**src/design/cpu_pkg.sv**
```systemverilog
//--------------------------------------
// cpu package: shared types for decode and execute
// opcodes, alu/compare encodings, pipeline bundles
//--------------------------------------
package cpu_pkg;

	typedef logic [31:0] word_t;		// data, pc or instruction
	typedef logic [4:0]  reg_addr_t;	// gpr index

	//--------------------------------------
	// major opcode, insn[31:26]
	//--------------------------------------
	typedef enum logic [5:0] {
		OP_NOP  = 6'h00,
		OP_ADD  = 6'h01,
		OP_SUB  = 6'h02,
		OP_AND  = 6'h03,
		OP_OR   = 6'h04,
		OP_XOR  = 6'h05,
		OP_SLL  = 6'h06,	// shift by rt[4:0]
		OP_SRL  = 6'h07,
		OP_ADDI = 6'h08,	// rs + sext(imm16)
		OP_BEQ  = 6'h10,	// compares rs with rd
		OP_BNE  = 6'h11,
		OP_BLT  = 6'h12,	// signed
		OP_HALT = 6'h3f
	} opcode_e;

	typedef enum logic [3:0] {
		ALU_NOP = 4'h0,
		ALU_ADD = 4'h1,
		ALU_SUB = 4'h2,
		ALU_AND = 4'h3,
		ALU_OR  = 4'h4,
		ALU_XOR = 4'h5,
		ALU_SLL = 4'h6,
		ALU_SRL = 4'h7
	} alu_op_e;

	typedef enum logic [2:0] {
		CMP_NONE = 3'h0,
		CMP_EQ   = 3'h1,
		CMP_NE   = 3'h2,
		CMP_LT   = 3'h3	// signed less than
	} cmp_op_e;

	//--------------------------------------
	// pipeline bundles
	//--------------------------------------
	typedef struct packed {
		logic  valid;
		word_t pc;
		word_t insn;
	} fetch_t;

	typedef struct packed {
		logic      en;			// stage holds a real instruction
		word_t     pc;
		alu_op_e   alu_op;
		cmp_op_e   cmp_op;
		word_t     alu_in_0;
		word_t     alu_in_1;
		word_t     cmp_in_0;
		word_t     cmp_in_1;
		word_t     br_offset;	// sign-extended imm16
		logic      gpr_we;
		reg_addr_t dst_addr;
		logic      is_halt;
	} id_bundle_t;

	typedef struct packed {
		logic      valid;
		reg_addr_t dst_addr;
		word_t     data;
	} wb_t;

	typedef struct packed {
		logic  valid;
		word_t target;
	} redirect_t;

endpackage

```
**src/design/gpr_file.sv**
```systemverilog
//--------------------------------------
// general register file, 32 x 32
// two async read ports, one write port, r0 reads zero
//--------------------------------------
`timescale 1ns/1ns

module gpr_file (
	input  logic               clk,
	input  logic               arst_n,
	input  cpu_pkg::reg_addr_t rd_addr_a,
	input  cpu_pkg::reg_addr_t rd_addr_b,
	output cpu_pkg::word_t     rd_data_a,
	output cpu_pkg::word_t     rd_data_b,
	input  cpu_pkg::wb_t       wb
);
	import cpu_pkg::*;

	word_t regs [32];

	always_ff @(posedge clk or negedge arst_n) begin
		if (!arst_n) begin
			for (int i = 0; i < 32; i++) begin
				regs[i] <= '0;
			end
		end else if (wb.valid && (wb.dst_addr != '0)) begin
			regs[wb.dst_addr] <= wb.data;
		end
	end

	// the result on the write port is already architectural,
	// so a read in the same cycle sees it
	function automatic word_t read_port(reg_addr_t addr);
		word_t data;
		if (addr == '0) begin
			data = '0;							// r0 hardwired
		end else if (wb.valid && (wb.dst_addr == addr)) begin
			data = wb.data;						// write-through
		end else begin
			data = regs[addr];
		end
		return data;
	endfunction

	always_comb rd_data_a = read_port(rd_addr_a);
	always_comb rd_data_b = read_port(rd_addr_b);

endmodule

```
**src/design/decoder.sv**
```systemverilog
//--------------------------------------
// instruction decoder
// operand read, forwarding select, decoded bundle
//--------------------------------------
`timescale 1ns/1ns

module decoder (
	input  cpu_pkg::fetch_t     fetch,
	output cpu_pkg::reg_addr_t  rd_addr_a,
	output cpu_pkg::reg_addr_t  rd_addr_b,
	input  cpu_pkg::word_t      rd_data_a,
	input  cpu_pkg::word_t      rd_data_b,
	input  cpu_pkg::word_t      ex_value,
	input  logic                fwd_a,
	input  logic                fwd_b,
	output logic                src_a_used,
	output logic                src_b_used,
	output cpu_pkg::id_bundle_t bundle
);
	import cpu_pkg::*;

	opcode_e   opcode;
	reg_addr_t rd;
	reg_addr_t rs;
	reg_addr_t rt;
	word_t     imm_sext;
	word_t     val_a;
	word_t     val_b;
	logic      is_branch;

	//--------------------------------------
	// field extraction
	//--------------------------------------
	assign opcode   = opcode_e'(fetch.insn[31:26]);
	assign rd       = fetch.insn[25:21];
	assign rs       = fetch.insn[20:16];
	assign rt       = fetch.insn[15:11];
	assign imm_sext = {{16{fetch.insn[15]}}, fetch.insn[15:0]};

	assign is_branch = (opcode == OP_BEQ) || (opcode == OP_BNE) || (opcode == OP_BLT);

	assign rd_addr_a = rs;
	assign rd_addr_b = is_branch ? rd : rt;	// branches read rd as 2nd operand

	// result still in EX beats the register file
	assign val_a = fwd_a ? ex_value : rd_data_a;
	assign val_b = fwd_b ? ex_value : rd_data_b;

	always_comb begin
		bundle.en        = fetch.valid;
		bundle.pc        = fetch.pc;
		bundle.alu_op    = ALU_NOP;
		bundle.cmp_op    = CMP_NONE;
		bundle.alu_in_0  = val_a;
		bundle.alu_in_1  = val_b;
		bundle.cmp_in_0  = val_a;
		bundle.cmp_in_1  = val_b;
		bundle.br_offset = imm_sext;
		bundle.gpr_we    = 1'b0;
		bundle.dst_addr  = rd;
		bundle.is_halt   = 1'b0;
		src_a_used       = 1'b0;
		src_b_used       = 1'b0;

		case (opcode)
			OP_ADD:  bundle.alu_op = ALU_ADD;
			OP_SUB:  bundle.alu_op = ALU_SUB;
			OP_AND:  bundle.alu_op = ALU_AND;
			OP_OR:   bundle.alu_op = ALU_OR;
			OP_XOR:  bundle.alu_op = ALU_XOR;
			OP_SLL:  bundle.alu_op = ALU_SLL;
			OP_SRL:  bundle.alu_op = ALU_SRL;
			OP_ADDI: bundle.alu_op = ALU_ADD;
			OP_BEQ:  bundle.cmp_op = CMP_EQ;
			OP_BNE:  bundle.cmp_op = CMP_NE;
			OP_BLT:  bundle.cmp_op = CMP_LT;
			OP_HALT: bundle.is_halt = 1'b1;
			default: ;							// nop and unknown opcodes
		endcase

		// operand usage and write enable by format
		if (bundle.alu_op != ALU_NOP) begin
			bundle.gpr_we = 1'b1;
			src_a_used    = 1'b1;
			if (opcode == OP_ADDI) begin
				bundle.alu_in_1 = imm_sext;	// I-form
			end else begin
				src_b_used = 1'b1;
			end
		end
		if (is_branch) begin
			src_a_used = 1'b1;
			src_b_used = 1'b1;
		end
	end

endmodule

```
**src/design/id_reg.sv**
```systemverilog
//--------------------------------------
// ID/EX stage register
// stall holds, flush loads a bubble
//--------------------------------------
`timescale 1ns/1ns

module id_reg (
	input  logic                clk,
	input  logic                arst_n,
	input  cpu_pkg::id_bundle_t bundle,
	input  logic                stall,
	input  logic                flush,
	output cpu_pkg::id_bundle_t id_bundle
);
	import cpu_pkg::*;

	// empty slot: no write, no compare, not a halt
	localparam id_bundle_t BUBBLE = '{
		en:        1'b0,
		pc:        '0,
		alu_op:    ALU_NOP,
		cmp_op:    CMP_NONE,
		alu_in_0:  '0,
		alu_in_1:  '0,
		cmp_in_0:  '0,
		cmp_in_1:  '0,
		br_offset: '0,
		gpr_we:    1'b0,
		dst_addr:  '0,
		is_halt:   1'b0
	};

	always_ff @(posedge clk or negedge arst_n) begin
		if (!arst_n) begin
			id_bundle <= BUBBLE;
		end else if (!stall) begin
			if (flush) begin
				id_bundle <= BUBBLE;	// squash wrong-path instruction
			end else begin
				id_bundle <= bundle;
			end
		end
	end

	//--------------------------------------
	// checks
	//--------------------------------------
	// pipe_ctrl must never freeze and squash the stage at once
	a_no_stall_flush: assert property (
		@(posedge clk) disable iff (!arst_n) !(stall && flush)
	) else $error("id_reg: stall and flush both high");

endmodule

```
**src/design/ex_unit.sv**
```systemverilog
//--------------------------------------
// execute unit: alu, compare, branch target
// registered writeback and redirect
//--------------------------------------
`timescale 1ns/1ns

module ex_unit (
	input  logic                clk,
	input  logic                arst_n,
	input  cpu_pkg::id_bundle_t id_bundle,
	input  logic                hold,
	output cpu_pkg::word_t      ex_value,
	output logic                br_taken,
	output logic                is_halt,
	output cpu_pkg::wb_t        wb,
	output cpu_pkg::redirect_t  redirect
);
	import cpu_pkg::*;

	word_t     alu_out;
	logic      cmp_true;
	word_t     br_target;
	logic      wb_valid;
	reg_addr_t wb_dst;
	word_t     wb_data;
	logic      rdir_valid;
	word_t     rdir_target;

	//--------------------------------------
	// combinational execute
	//--------------------------------------
	always_comb begin
		case (id_bundle.alu_op)
			ALU_ADD: alu_out = id_bundle.alu_in_0 + id_bundle.alu_in_1;
			ALU_SUB: alu_out = id_bundle.alu_in_0 - id_bundle.alu_in_1;
			ALU_AND: alu_out = id_bundle.alu_in_0 & id_bundle.alu_in_1;
			ALU_OR:  alu_out = id_bundle.alu_in_0 | id_bundle.alu_in_1;
			ALU_XOR: alu_out = id_bundle.alu_in_0 ^ id_bundle.alu_in_1;
			ALU_SLL: alu_out = id_bundle.alu_in_0 << id_bundle.alu_in_1[4:0];
			ALU_SRL: alu_out = id_bundle.alu_in_0 >> id_bundle.alu_in_1[4:0];
			default: alu_out = '0;
		endcase
	end

	always_comb begin
		case (id_bundle.cmp_op)
			CMP_EQ:  cmp_true = (id_bundle.cmp_in_0 == id_bundle.cmp_in_1);
			CMP_NE:  cmp_true = (id_bundle.cmp_in_0 != id_bundle.cmp_in_1);
			CMP_LT:  cmp_true = ($signed(id_bundle.cmp_in_0) < $signed(id_bundle.cmp_in_1));
			default: cmp_true = 1'b0;
		endcase
	end

	assign br_target = id_bundle.pc + id_bundle.br_offset;
	assign br_taken  = id_bundle.en && (id_bundle.cmp_op != CMP_NONE) && cmp_true;
	assign is_halt   = id_bundle.en && id_bundle.is_halt;
	assign ex_value  = alu_out;		// forwarding source

	//--------------------------------------
	// output registers, frozen by hold
	//--------------------------------------
	always_ff @(posedge clk or negedge arst_n) begin
		if (!arst_n) begin
			wb_valid   <= 1'b0;
			rdir_valid <= 1'b0;
		end else if (!hold) begin
			wb_valid   <= id_bundle.en && id_bundle.gpr_we;
			rdir_valid <= br_taken;
		end
	end

	always_ff @(posedge clk) begin
		if (!hold) begin
			wb_dst      <= id_bundle.dst_addr;
			wb_data     <= alu_out;
			rdir_target <= br_target;
		end
	end

	assign wb       = '{valid: wb_valid, dst_addr: wb_dst, data: wb_data};
	assign redirect = '{valid: rdir_valid, target: rdir_target};

	// a taken branch never writes back
	a_redirect_no_wb: assert property (
		@(posedge clk) disable iff (!arst_n) redirect.valid |-> !wb.valid
	) else $error("ex_unit: redirect issued together with writeback");

endmodule

```
**src/design/pipe_ctrl.sv**
```systemverilog
//--------------------------------------
// pipeline control: forwarding, stall, flush
// and the run/halt state machine
//--------------------------------------
`timescale 1ns/1ns

module pipe_ctrl (
	input  logic               clk,
	input  logic               arst_n,
	input  cpu_pkg::reg_addr_t src_a,
	input  cpu_pkg::reg_addr_t src_b,
	input  logic               src_a_used,
	input  logic               src_b_used,
	input  cpu_pkg::reg_addr_t ex_dst,
	input  logic               ex_we,
	input  logic               ex_en,
	input  logic               br_taken,
	input  logic               is_halt,
	input  logic               ex_hold,
	output logic               fwd_a,
	output logic               fwd_b,
	output logic               stall,
	output logic               flush,
	output logic               hold,
	output logic               in_ready,
	output logic               halted
);
	import cpu_pkg::*;

	typedef enum logic {
		ST_RUN,
		ST_HALTED
	} state_e;

	state_e state;
	state_e state_nxt;
	logic   ex_writes;

	//--------------------------------------
	// hazard detection
	//--------------------------------------
	assign ex_writes = ex_en && ex_we && (ex_dst != '0);	// r0 never forwards
	assign fwd_a     = ex_writes && src_a_used && (ex_dst == src_a);
	assign fwd_b     = ex_writes && src_b_used && (ex_dst == src_b);

	assign hold     = ex_hold;
	assign stall    = ex_hold || (state != ST_RUN);
	assign in_ready = !stall;
	assign halted   = (state == ST_HALTED);

	// the instruction accepted behind a taken branch is wrong-path;
	// behind a halt it must not execute either
	assign flush = (br_taken || is_halt) && !stall;

	always_comb begin
		state_nxt = state;
		case (state)
			ST_RUN:    if (is_halt && !ex_hold) state_nxt = ST_HALTED;
			ST_HALTED: state_nxt = ST_HALTED;	// only reset leaves
			default:   state_nxt = ST_RUN;
		endcase
	end

	always_ff @(posedge clk or negedge arst_n) begin
		if (!arst_n) begin
			state <= ST_RUN;
		end else begin
			state <= state_nxt;
		end
	end

	// halt squashes the slot behind it, so EX stays empty once halted
	a_halt_empties_ex: assert property (
		@(posedge clk) disable iff (!arst_n) halted |-> !ex_en
	) else $error("pipe_ctrl: instruction in EX while halted");

endmodule

```
**src/design/id_ex_core.sv**
```systemverilog
//--------------------------------------
// decode/execute slice top level
//--------------------------------------
`timescale 1ns/1ns

module id_ex_core (
	input  logic               clk,
	input  logic               arst_n,
	input  cpu_pkg::fetch_t    fetch_in,
	input  logic               ex_hold,
	output logic               in_ready,
	output cpu_pkg::wb_t       wb_out,
	output cpu_pkg::redirect_t redirect_out,
	output logic               halted
);
	import cpu_pkg::*;

	reg_addr_t  rd_addr_a;
	reg_addr_t  rd_addr_b;
	word_t      rd_data_a;
	word_t      rd_data_b;
	word_t      ex_value;
	logic       src_a_used;
	logic       src_b_used;
	logic       fwd_a;
	logic       fwd_b;
	id_bundle_t dec_bundle;	// decoder -> stage register
	id_bundle_t ex_bundle;	// stage register -> execute
	logic       br_taken;
	logic       ex_is_halt;
	logic       stall;
	logic       flush;
	logic       hold;

	gpr_file u_gpr_file (
		.clk       (clk),
		.arst_n    (arst_n),
		.rd_addr_a (rd_addr_a),
		.rd_addr_b (rd_addr_b),
		.rd_data_a (rd_data_a),
		.rd_data_b (rd_data_b),
		.wb        (wb_out)
	);

	decoder u_decoder (
		.fetch      (fetch_in),
		.rd_addr_a  (rd_addr_a),
		.rd_addr_b  (rd_addr_b),
		.rd_data_a  (rd_data_a),
		.rd_data_b  (rd_data_b),
		.ex_value   (ex_value),
		.fwd_a      (fwd_a),
		.fwd_b      (fwd_b),
		.src_a_used (src_a_used),
		.src_b_used (src_b_used),
		.bundle     (dec_bundle)
	);

	id_reg u_id_reg (
		.clk       (clk),
		.arst_n    (arst_n),
		.bundle    (dec_bundle),
		.stall     (stall),
		.flush     (flush),
		.id_bundle (ex_bundle)
	);

	ex_unit u_ex_unit (
		.clk       (clk),
		.arst_n    (arst_n),
		.id_bundle (ex_bundle),
		.hold      (hold),
		.ex_value  (ex_value),
		.br_taken  (br_taken),
		.is_halt   (ex_is_halt),
		.wb        (wb_out),
		.redirect  (redirect_out)
	);

	pipe_ctrl u_pipe_ctrl (
		.clk        (clk),
		.arst_n     (arst_n),
		.src_a      (rd_addr_a),
		.src_b      (rd_addr_b),
		.src_a_used (src_a_used),
		.src_b_used (src_b_used),
		.ex_dst     (ex_bundle.dst_addr),
		.ex_we      (ex_bundle.gpr_we),
		.ex_en      (ex_bundle.en),
		.br_taken   (br_taken),
		.is_halt    (ex_is_halt),
		.ex_hold    (ex_hold),
		.fwd_a      (fwd_a),
		.fwd_b      (fwd_b),
		.stall      (stall),
		.flush      (flush),
		.hold       (hold),
		.in_ready   (in_ready),
		.halted     (halted)
	);

endmodule

```
**config.mk**
```make
export PLATFORM = sky130hd
export DESIGN_NAME = id_ex_core
export DESIGN_NICKNAME = d
export VERILOG_FILES = /design/src/design/cpu_pkg.sv /design/src/design/gpr_file.sv /design/src/design/decoder.sv /design/src/design/id_reg.sv /design/src/design/ex_unit.sv /design/src/design/pipe_ctrl.sv /design/src/design/id_ex_core.sv
export SDC_FILE = /design/constraint.sdc
export NUM_CORES = 2
export LEC_CHECK = 0
export BUFFER_PORTS_ARGS = -buffer_cell sky130_fd_sc_hd__clkbuf_2
export CAP_MARGIN = 20
export CORE_MARGIN = 4
export CORE_UTILIZATION = 25
export DETAILED_ROUTE_END_ITERATION = 8
export PLACE_DENSITY_LB_ADDON = 0.2
export REMOVE_ABC_BUFFERS = 1
export SYNTH_ARGS = -nofsm -noshare
export SYNTH_HDL_FRONTEND = slang
export SYNTH_SLANG_ARGS = --single-unit
```
**constraint.sdc**
```tcl
create_clock -name clk -period 6.8 [get_ports clk]
set_input_delay 0.68 -clock clk [delete_from_list [all_inputs] [get_ports clk]]
set_output_delay 0.68 -clock clk [all_outputs]
set_load 0.05 [all_outputs]
```
==> run_summary.xml <==
<?xml version="1.0" encoding="UTF-8"?>
<metrics>
  <group name="placed_design">
    <metric name="port_buffers" unit="">140</metric>
    <metric name="place_hpwl" unit="mm">216</metric>
    <metric name="placed_area" unit="um2">80100</metric>
    <metric name="place.gp.congestion" unit="">0.980</metric>
  </group>
  <group name="timing">
    <metric name="clock_skew" unit="ns">0.0359</metric>
    <metric name="period_minus_slack" unit="ns">5.81</metric>
    <metric name="finalCritPeriodShare" unit="%">85.5</metric>
    <metric name="setup_viol" unit="">0</metric>
    <metric name="max-slew-margin-rel" unit="%">20.4</metric>
    <metric name="fmax" unit="GHz">0.172</metric>
    <metric name="drv_slew" unit="">0</metric>
    <metric name="finalHoldWorstSlack" unit="ns">0.0658</metric>
    <metric name="rsz0062_at_grt" unit="">no</metric>
    <metric name="worstMarginPinSlew" unit="ns">1.18</metric>
    <metric name="number_of_hold_violations_in_the_final_report" unit="">0</metric>
  </group>
  <group name="routing">
    <metric name="drcViolationCount" unit="">0</metric>
    <metric name="detail-route-antenna-nets" unit="">0</metric>
    <metric name="detailedRoute.firstPassIterationCount" unit="">6</metric>
    <metric name="detail_route.wirelength" unit="mm">328</metric>
    <metric name="viasPerCell" unit="">5.55</metric>
    <metric name="drt-initial-drc-count" unit="">6103</metric>
    <metric name="detail_route.wl_per_cell" unit="um">31.5</metric>
    <metric name="vias" unit="">57800</metric>
  </group>
  <group name="yosys">
    <metric name="postSynthRegisterBits" unit="">1253</metric>
    <metric name="postSynth.asyncResetShare" unit="%">94.5</metric>
    <metric name="synth_area_per_cell" unit="um2">11.6</metric>
    <metric name="post_synthesis_simple_gate_area_fraction" unit="%">8.19</metric>
    <metric name="synth-compound-area-share" unit="%">10.5</metric>
    <metric name="synth_xor_xnor_area_share" unit="%">1.06</metric>
    <metric name="post_syn_area" unit="um2">74300</metric>
    <metric name="synthAdderAreaFrac" unit="%">2.75</metric>
    <metric name="ys_warnings" unit="">0</metric>
    <metric name="postSynthCellCount" unit="">6412</metric>
    <metric name="dominantRegCellSynth" unit="">sky130_fd_sc_hd__dfrtp_1</metric>
    <metric name="synth_edf_count" unit="">69</metric>
    <metric name="synth_sequential_area_ratio" unit="%">42.6</metric>
    <metric name="synth_cell_type_count" unit="">86</metric>
    <metric name="synth.mux.area_fraction" unit="%">31.0</metric>
    <metric name="synth_top_family_by_area" unit="">multiplexers</metric>
  </group>
  <group name="global_route">
    <metric name="most_crowded_layer_after_global_routing" unit="">met2</metric>
    <metric name="grt_pass1_vias" unit="">58400</metric>
    <metric name="antenna_found_initial" unit="">20</metric>
    <metric name="overflow" unit="">0</metric>
    <metric name="grt_use_met3" unit="%">3.39</metric>
    <metric name="use_met2" unit="%">33.3</metric>
    <metric name="track_usage" unit="%">20.9</metric>
    <metric name="grt_first_pass_wirelength" unit="mm">466</metric>
    <metric name="pin_count_of_the_biggest_net_entering_global_routing" unit="">159</metric>
    <metric name="grt_use_met1" unit="%">28.4</metric>
  </group>
  <group name="outcome">
    <metric name="run_status" unit="">completed</metric>
  </group>
  <group name="power_and_ir_drop">
    <metric name="net-switching-power" unit="mW">6.87</metric>
    <metric name="pwr-share-clk" unit="%">40.3</metric>
    <metric name="vdd_drop_max" unit="uV">224</metric>
    <metric name="share_seq_of_total_power" unit="%">39.7</metric>
    <metric name="p_int" unit="mW">14.3</metric>
    <metric name="leakage_power_total" unit="nW">37.4</metric>
    <metric name="switching_share" unit="%">32.4</metric>
    <metric name="power.density_cell_area" unit="nW/um2">248</metric>
    <metric name="power.combinational.fraction" unit="%">20.0</metric>
  </group>
  <group name="critical_path">
    <metric name="critical-path-top-delay-family" unit="">simple AND/OR/NAND/NOR gates</metric>
    <metric name="critical_path.n_buffers_inverters" unit="">0</metric>
    <metric name="reg2reg_from" unit="">u_id_reg.id_bundle[107]</metric>
    <metric name="path_cells" unit="">nor4_1 -&gt; nand4_1 -&gt; nor3_1 -&gt; nand2_1 -&gt; nor2_1 -&gt; a21oi_1 -&gt; xnor2_1 -&gt; ha_1 -&gt; a21oi_1 -&gt; o21ai_0 -&gt; a41oi_1 -&gt; o21ai_0 -&gt; nor3_1 -&gt; xnor2_1 -&gt; a21oi_1 -&gt; o21ai_0 -&gt; a221o_1</metric>
    <metric name="maximum_cell_stage_delay_along_the_critical_path" unit="ns">0.79</metric>
    <metric name="worst_setup_path_startpoint" unit="">u_id_reg.id_bundle[107]</metric>
    <metric name="worstSetupEndpointType" unit="">flop</metric>
    <metric name="startpoint_class" unit="">flop</metric>
    <metric name="critPathArrivalTime" unit="ns">6.53</metric>
    <metric name="cp_data_required_time" unit="ns">7.52</metric>
    <metric name="critical_path_class" unit="">flop to flop</metric>
    <metric name="critical_path.slowest_cell" unit="">sky130_fd_sc_hd__nor4_1</metric>
    <metric name="crit_path_max_fanout" unit="">12</metric>
  </group>
  <group name="floorplanning">
    <metric name="ioPinCount" unit="">141</metric>
    <metric name="dieArea" unit="um2">306000</metric>
    <metric name="coreArea" unit="um2">295000</metric>
    <metric name="die-height" unit="um">553</metric>
    <metric name="width_of_the_chip" unit="um">553</metric>
    <metric name="rows" unit="">199</metric>
    <metric name="initial_utilization" unit="%">25.2</metric>
  </group>
  <group name="clock_tree">
    <metric name="root_buffer" unit="">sky130_fd_sc_hd__clkbuf_16</metric>
    <metric name="clk_latency" unit="ns">0.85</metric>
    <metric name="clock-sinks" unit="">1253</metric>
    <metric name="cts_max_path_buffers" unit="">3</metric>
    <metric name="htree_num_levels" unit="">4</metric>
    <metric name="clock_tree_from_tritoncts" unit="">done</metric>
    <metric name="post_cts.resized_instances" unit="">0</metric>
    <metric name="cts.reportedPaths.clkPinSlew" unit="ns">0.06</metric>
    <metric name="cts-buffers-inserted" unit="">156</metric>
  </group>
  <group name="finish">
    <metric name="design_area" unit="um2">85500</metric>
    <metric name="area_grow_syn2layout" unit="%">15.0</metric>
    <metric name="multi_input_gate_area" unit="um2">40200</metric>
    <metric name="drive_gt1_share" unit="%">33.1</metric>
    <metric name="sequential_cell_area" unit="um2">31700</metric>
    <metric name="fin_util" unit="%">29.0</metric>
    <metric name="final_net_count" unit="">6590</metric>
    <metric name="layout.filler_cells" unit="">30200</metric>
  </group>
  <group name="job">
    <metric name="maxCapViolations" unit="">0</metric>
  </group>
  <group name="worst_hold_path">
    <metric name="worstHoldPathType" unit="">input port to flop</metric>
    <metric name="min_from" unit="">fetch_in[64]</metric>
  </group>
</metrics>
[layer usage]
metal  wire [um]  vias up  share of wire, %
met5          20        -            0.0061
met4       14500        2               4.4
met3       19800      582               6.0
met2      151000     2382                46
met1      143000    30800                44
li1            -    24100                 -
[worst paths after layout]
kind	endpoint	slack, ns	cells past startpoint
min reg2reg	u_gpr_file.regs[1013]	0.40	0
max	u_id_reg.id_bundle[134]	0.99	17
min in group asynchronous	u_gpr_file.regs[771]	0.44	2
min	u_id_reg.id_bundle[206]	0.07	2
max in group asynchronous	u_gpr_file.regs[542]	4.60	4
max reg2reg	u_id_reg.id_bundle[134]	0.99	17
[flip-flops by register name, indices dropped and copies added, names as in the netlist]
name	flops
u_ex_unit.rdir_target	32
u_ex_unit.rdir_valid	1
u_ex_unit.wb_data	32
u_ex_unit.wb_dst	5
u_ex_unit.wb_valid	1
u_gpr_file.regs	1024
u_id_reg.id_bundle	157
u_pipe_ctrl.halted	1
[cell usage after synthesis, types with 22 or more instances]
cell type                  instances  area [um2]
sky130_fd_sc_hd__a32oi_1          40         350
sky130_fd_sc_hd__o21ai_0         225        1130
sky130_fd_sc_hd__o22ai_1          88         551
sky130_fd_sc_hd__mux2_2         1023       11500
sky130_fd_sc_hd__mux2i_1         223        2230
sky130_fd_sc_hd__a31oi_1          83         519
sky130_fd_sc_hd__and3_1           53         332
sky130_fd_sc_hd__nor3_1           39         195
sky130_fd_sc_hd__edfxtp_1         69        2070
sky130_fd_sc_hd__dfrtp_1        1184       29600
sky130_fd_sc_hd__nand3_1         196         981
sky130_fd_sc_hd__a211oi_1         60         450
sky130_fd_sc_hd__buf_1           109         409
sky130_fd_sc_hd__nand4_1          46         288
sky130_fd_sc_hd__o211ai_1         40         300
sky130_fd_sc_hd__buf_2            60         300
sky130_fd_sc_hd__ha_1            160        2000
sky130_fd_sc_hd__nor2_1          214         803
sky130_fd_sc_hd__xnor2_1          65         569
sky130_fd_sc_hd__a22oi_1          25         188
sky130_fd_sc_hd__xor2_1           25         219
sky130_fd_sc_hd__mux4_2          412        9280
sky130_fd_sc_hd__o31ai_1          22         165
sky130_fd_sc_hd__o221ai_1         22         193
sky130_fd_sc_hd__a21oi_1         181         906
sky130_fd_sc_hd__clkbuf_1        412        1550
sky130_fd_sc_hd__nand2_1         720        2700
sky130_fd_sc_hd__a21o_1           54         405
sky130_fd_sc_hd__inv_1           138         518
sky130_fd_sc_hd__a22o_1           67         587
[timing repair]
item                      CTS  global route
setup buffers               0             0
hold endpoints to repair   82             0
hold buffers               11             0
[cells in the final DEF (no fill, tap or decap), types with 22 or more instances in the layout]
cell                        instances
sky130_fd_sc_hd__a211oi_1          59
sky130_fd_sc_hd__a21o_1            54
sky130_fd_sc_hd__a21oi_1          177
sky130_fd_sc_hd__a22o_1            67
sky130_fd_sc_hd__a22oi_1           25
sky130_fd_sc_hd__a31oi_1           83
sky130_fd_sc_hd__a32oi_1           40
sky130_fd_sc_hd__and3_1            52
sky130_fd_sc_hd__buf_12            25
sky130_fd_sc_hd__buf_4            204
sky130_fd_sc_hd__clkbuf_1          44
sky130_fd_sc_hd__clkbuf_16        156
sky130_fd_sc_hd__clkbuf_2         134
sky130_fd_sc_hd__clkbuf_8          33
sky130_fd_sc_hd__dfrtp_1         1180
sky130_fd_sc_hd__edfxtp_1          69
sky130_fd_sc_hd__ha_1             160
sky130_fd_sc_hd__inv_1            136
sky130_fd_sc_hd__mux2_2          1022
sky130_fd_sc_hd__mux2i_1          223
sky130_fd_sc_hd__mux4_2           412
sky130_fd_sc_hd__nand2_1          708
sky130_fd_sc_hd__nand3_1          190
sky130_fd_sc_hd__nand4_1           46
sky130_fd_sc_hd__nor2_1           193
sky130_fd_sc_hd__nor3_1            35
sky130_fd_sc_hd__o211ai_1          40
sky130_fd_sc_hd__o21ai_0          224
sky130_fd_sc_hd__o221ai_1          22
sky130_fd_sc_hd__o22ai_1           88
sky130_fd_sc_hd__xnor2_1           65
sky130_fd_sc_hd__xor2_1            25
[layout make-up]
type | instances | area share (%)
Sequential cell | 1253 | 37.1
Timing Repair Buffer | 382 | 3.48
Multi-Input combinational cell | 4427 | 47.0
Clock inverter | 52 | 0.824
Tap cell | 3919 | 5.73
Antenna cell | 5 | 0.0146
Clock buffer | 233 | 5.29
Inverter | 140 | 0.616
[metrics by stage]
| step | total power [mW] | worst slack (ns) | cells | setup TNS, ns |
|---|---|---|---|---|
| global route | 22.0 | 0.662 | 10400 | 0 |
| CTS | 21.4 | 1.08 | 10400 | 0 |
| floorplan | 10.9 | -4.18 | 5820 | -215.08 |
| detailed placement | 12.7 | 0.728 | 10100 | 0 |
| finish | 21.2 | 0.988 | 10400 | 0 |
| global placement | 12.7 | 0.679 | 10100 | 0 |
[power by group through the flow]
stage / combinational, mW / clock [mW] / sequential, mW
6_report: 4.24 / 8.53 / 8.42
5_1_grt: 4.50 / 9.02 / 8.46
4_1_cts: 4.20 / 8.74 / 8.41
3_5_place_dp: 4.18 / 0 / 8.55
3_3_place_gp: 4.15 / 0 / 8.54
2_1_floorplan: 2.09 / 0 / 8.78
[worst reg2reg max path: cells and delay by family (launching register included)]
kind | cells | cell delay [ns]
adders and majority gates | 1 | 0.39
DFF | 1 | 0.53
AOI/OAI and AO/OA | 8 | 2.11
xor gates and xnor gates | 2 | 0.27
and+or+nand+nor | 6 | 2.39
[cell families (layout without fill, tap and decap cells)]
group	count (synthesis)	in the layout
other cells	0	5
buf+inv	732	807
fa+ha+maj	162	162
simple gates	1379	1379
mux	1658	1658
xor+xnor	90	90
compound gates	1138	1138
flops	1253	1253
Power figures use the tool's default switching activity.
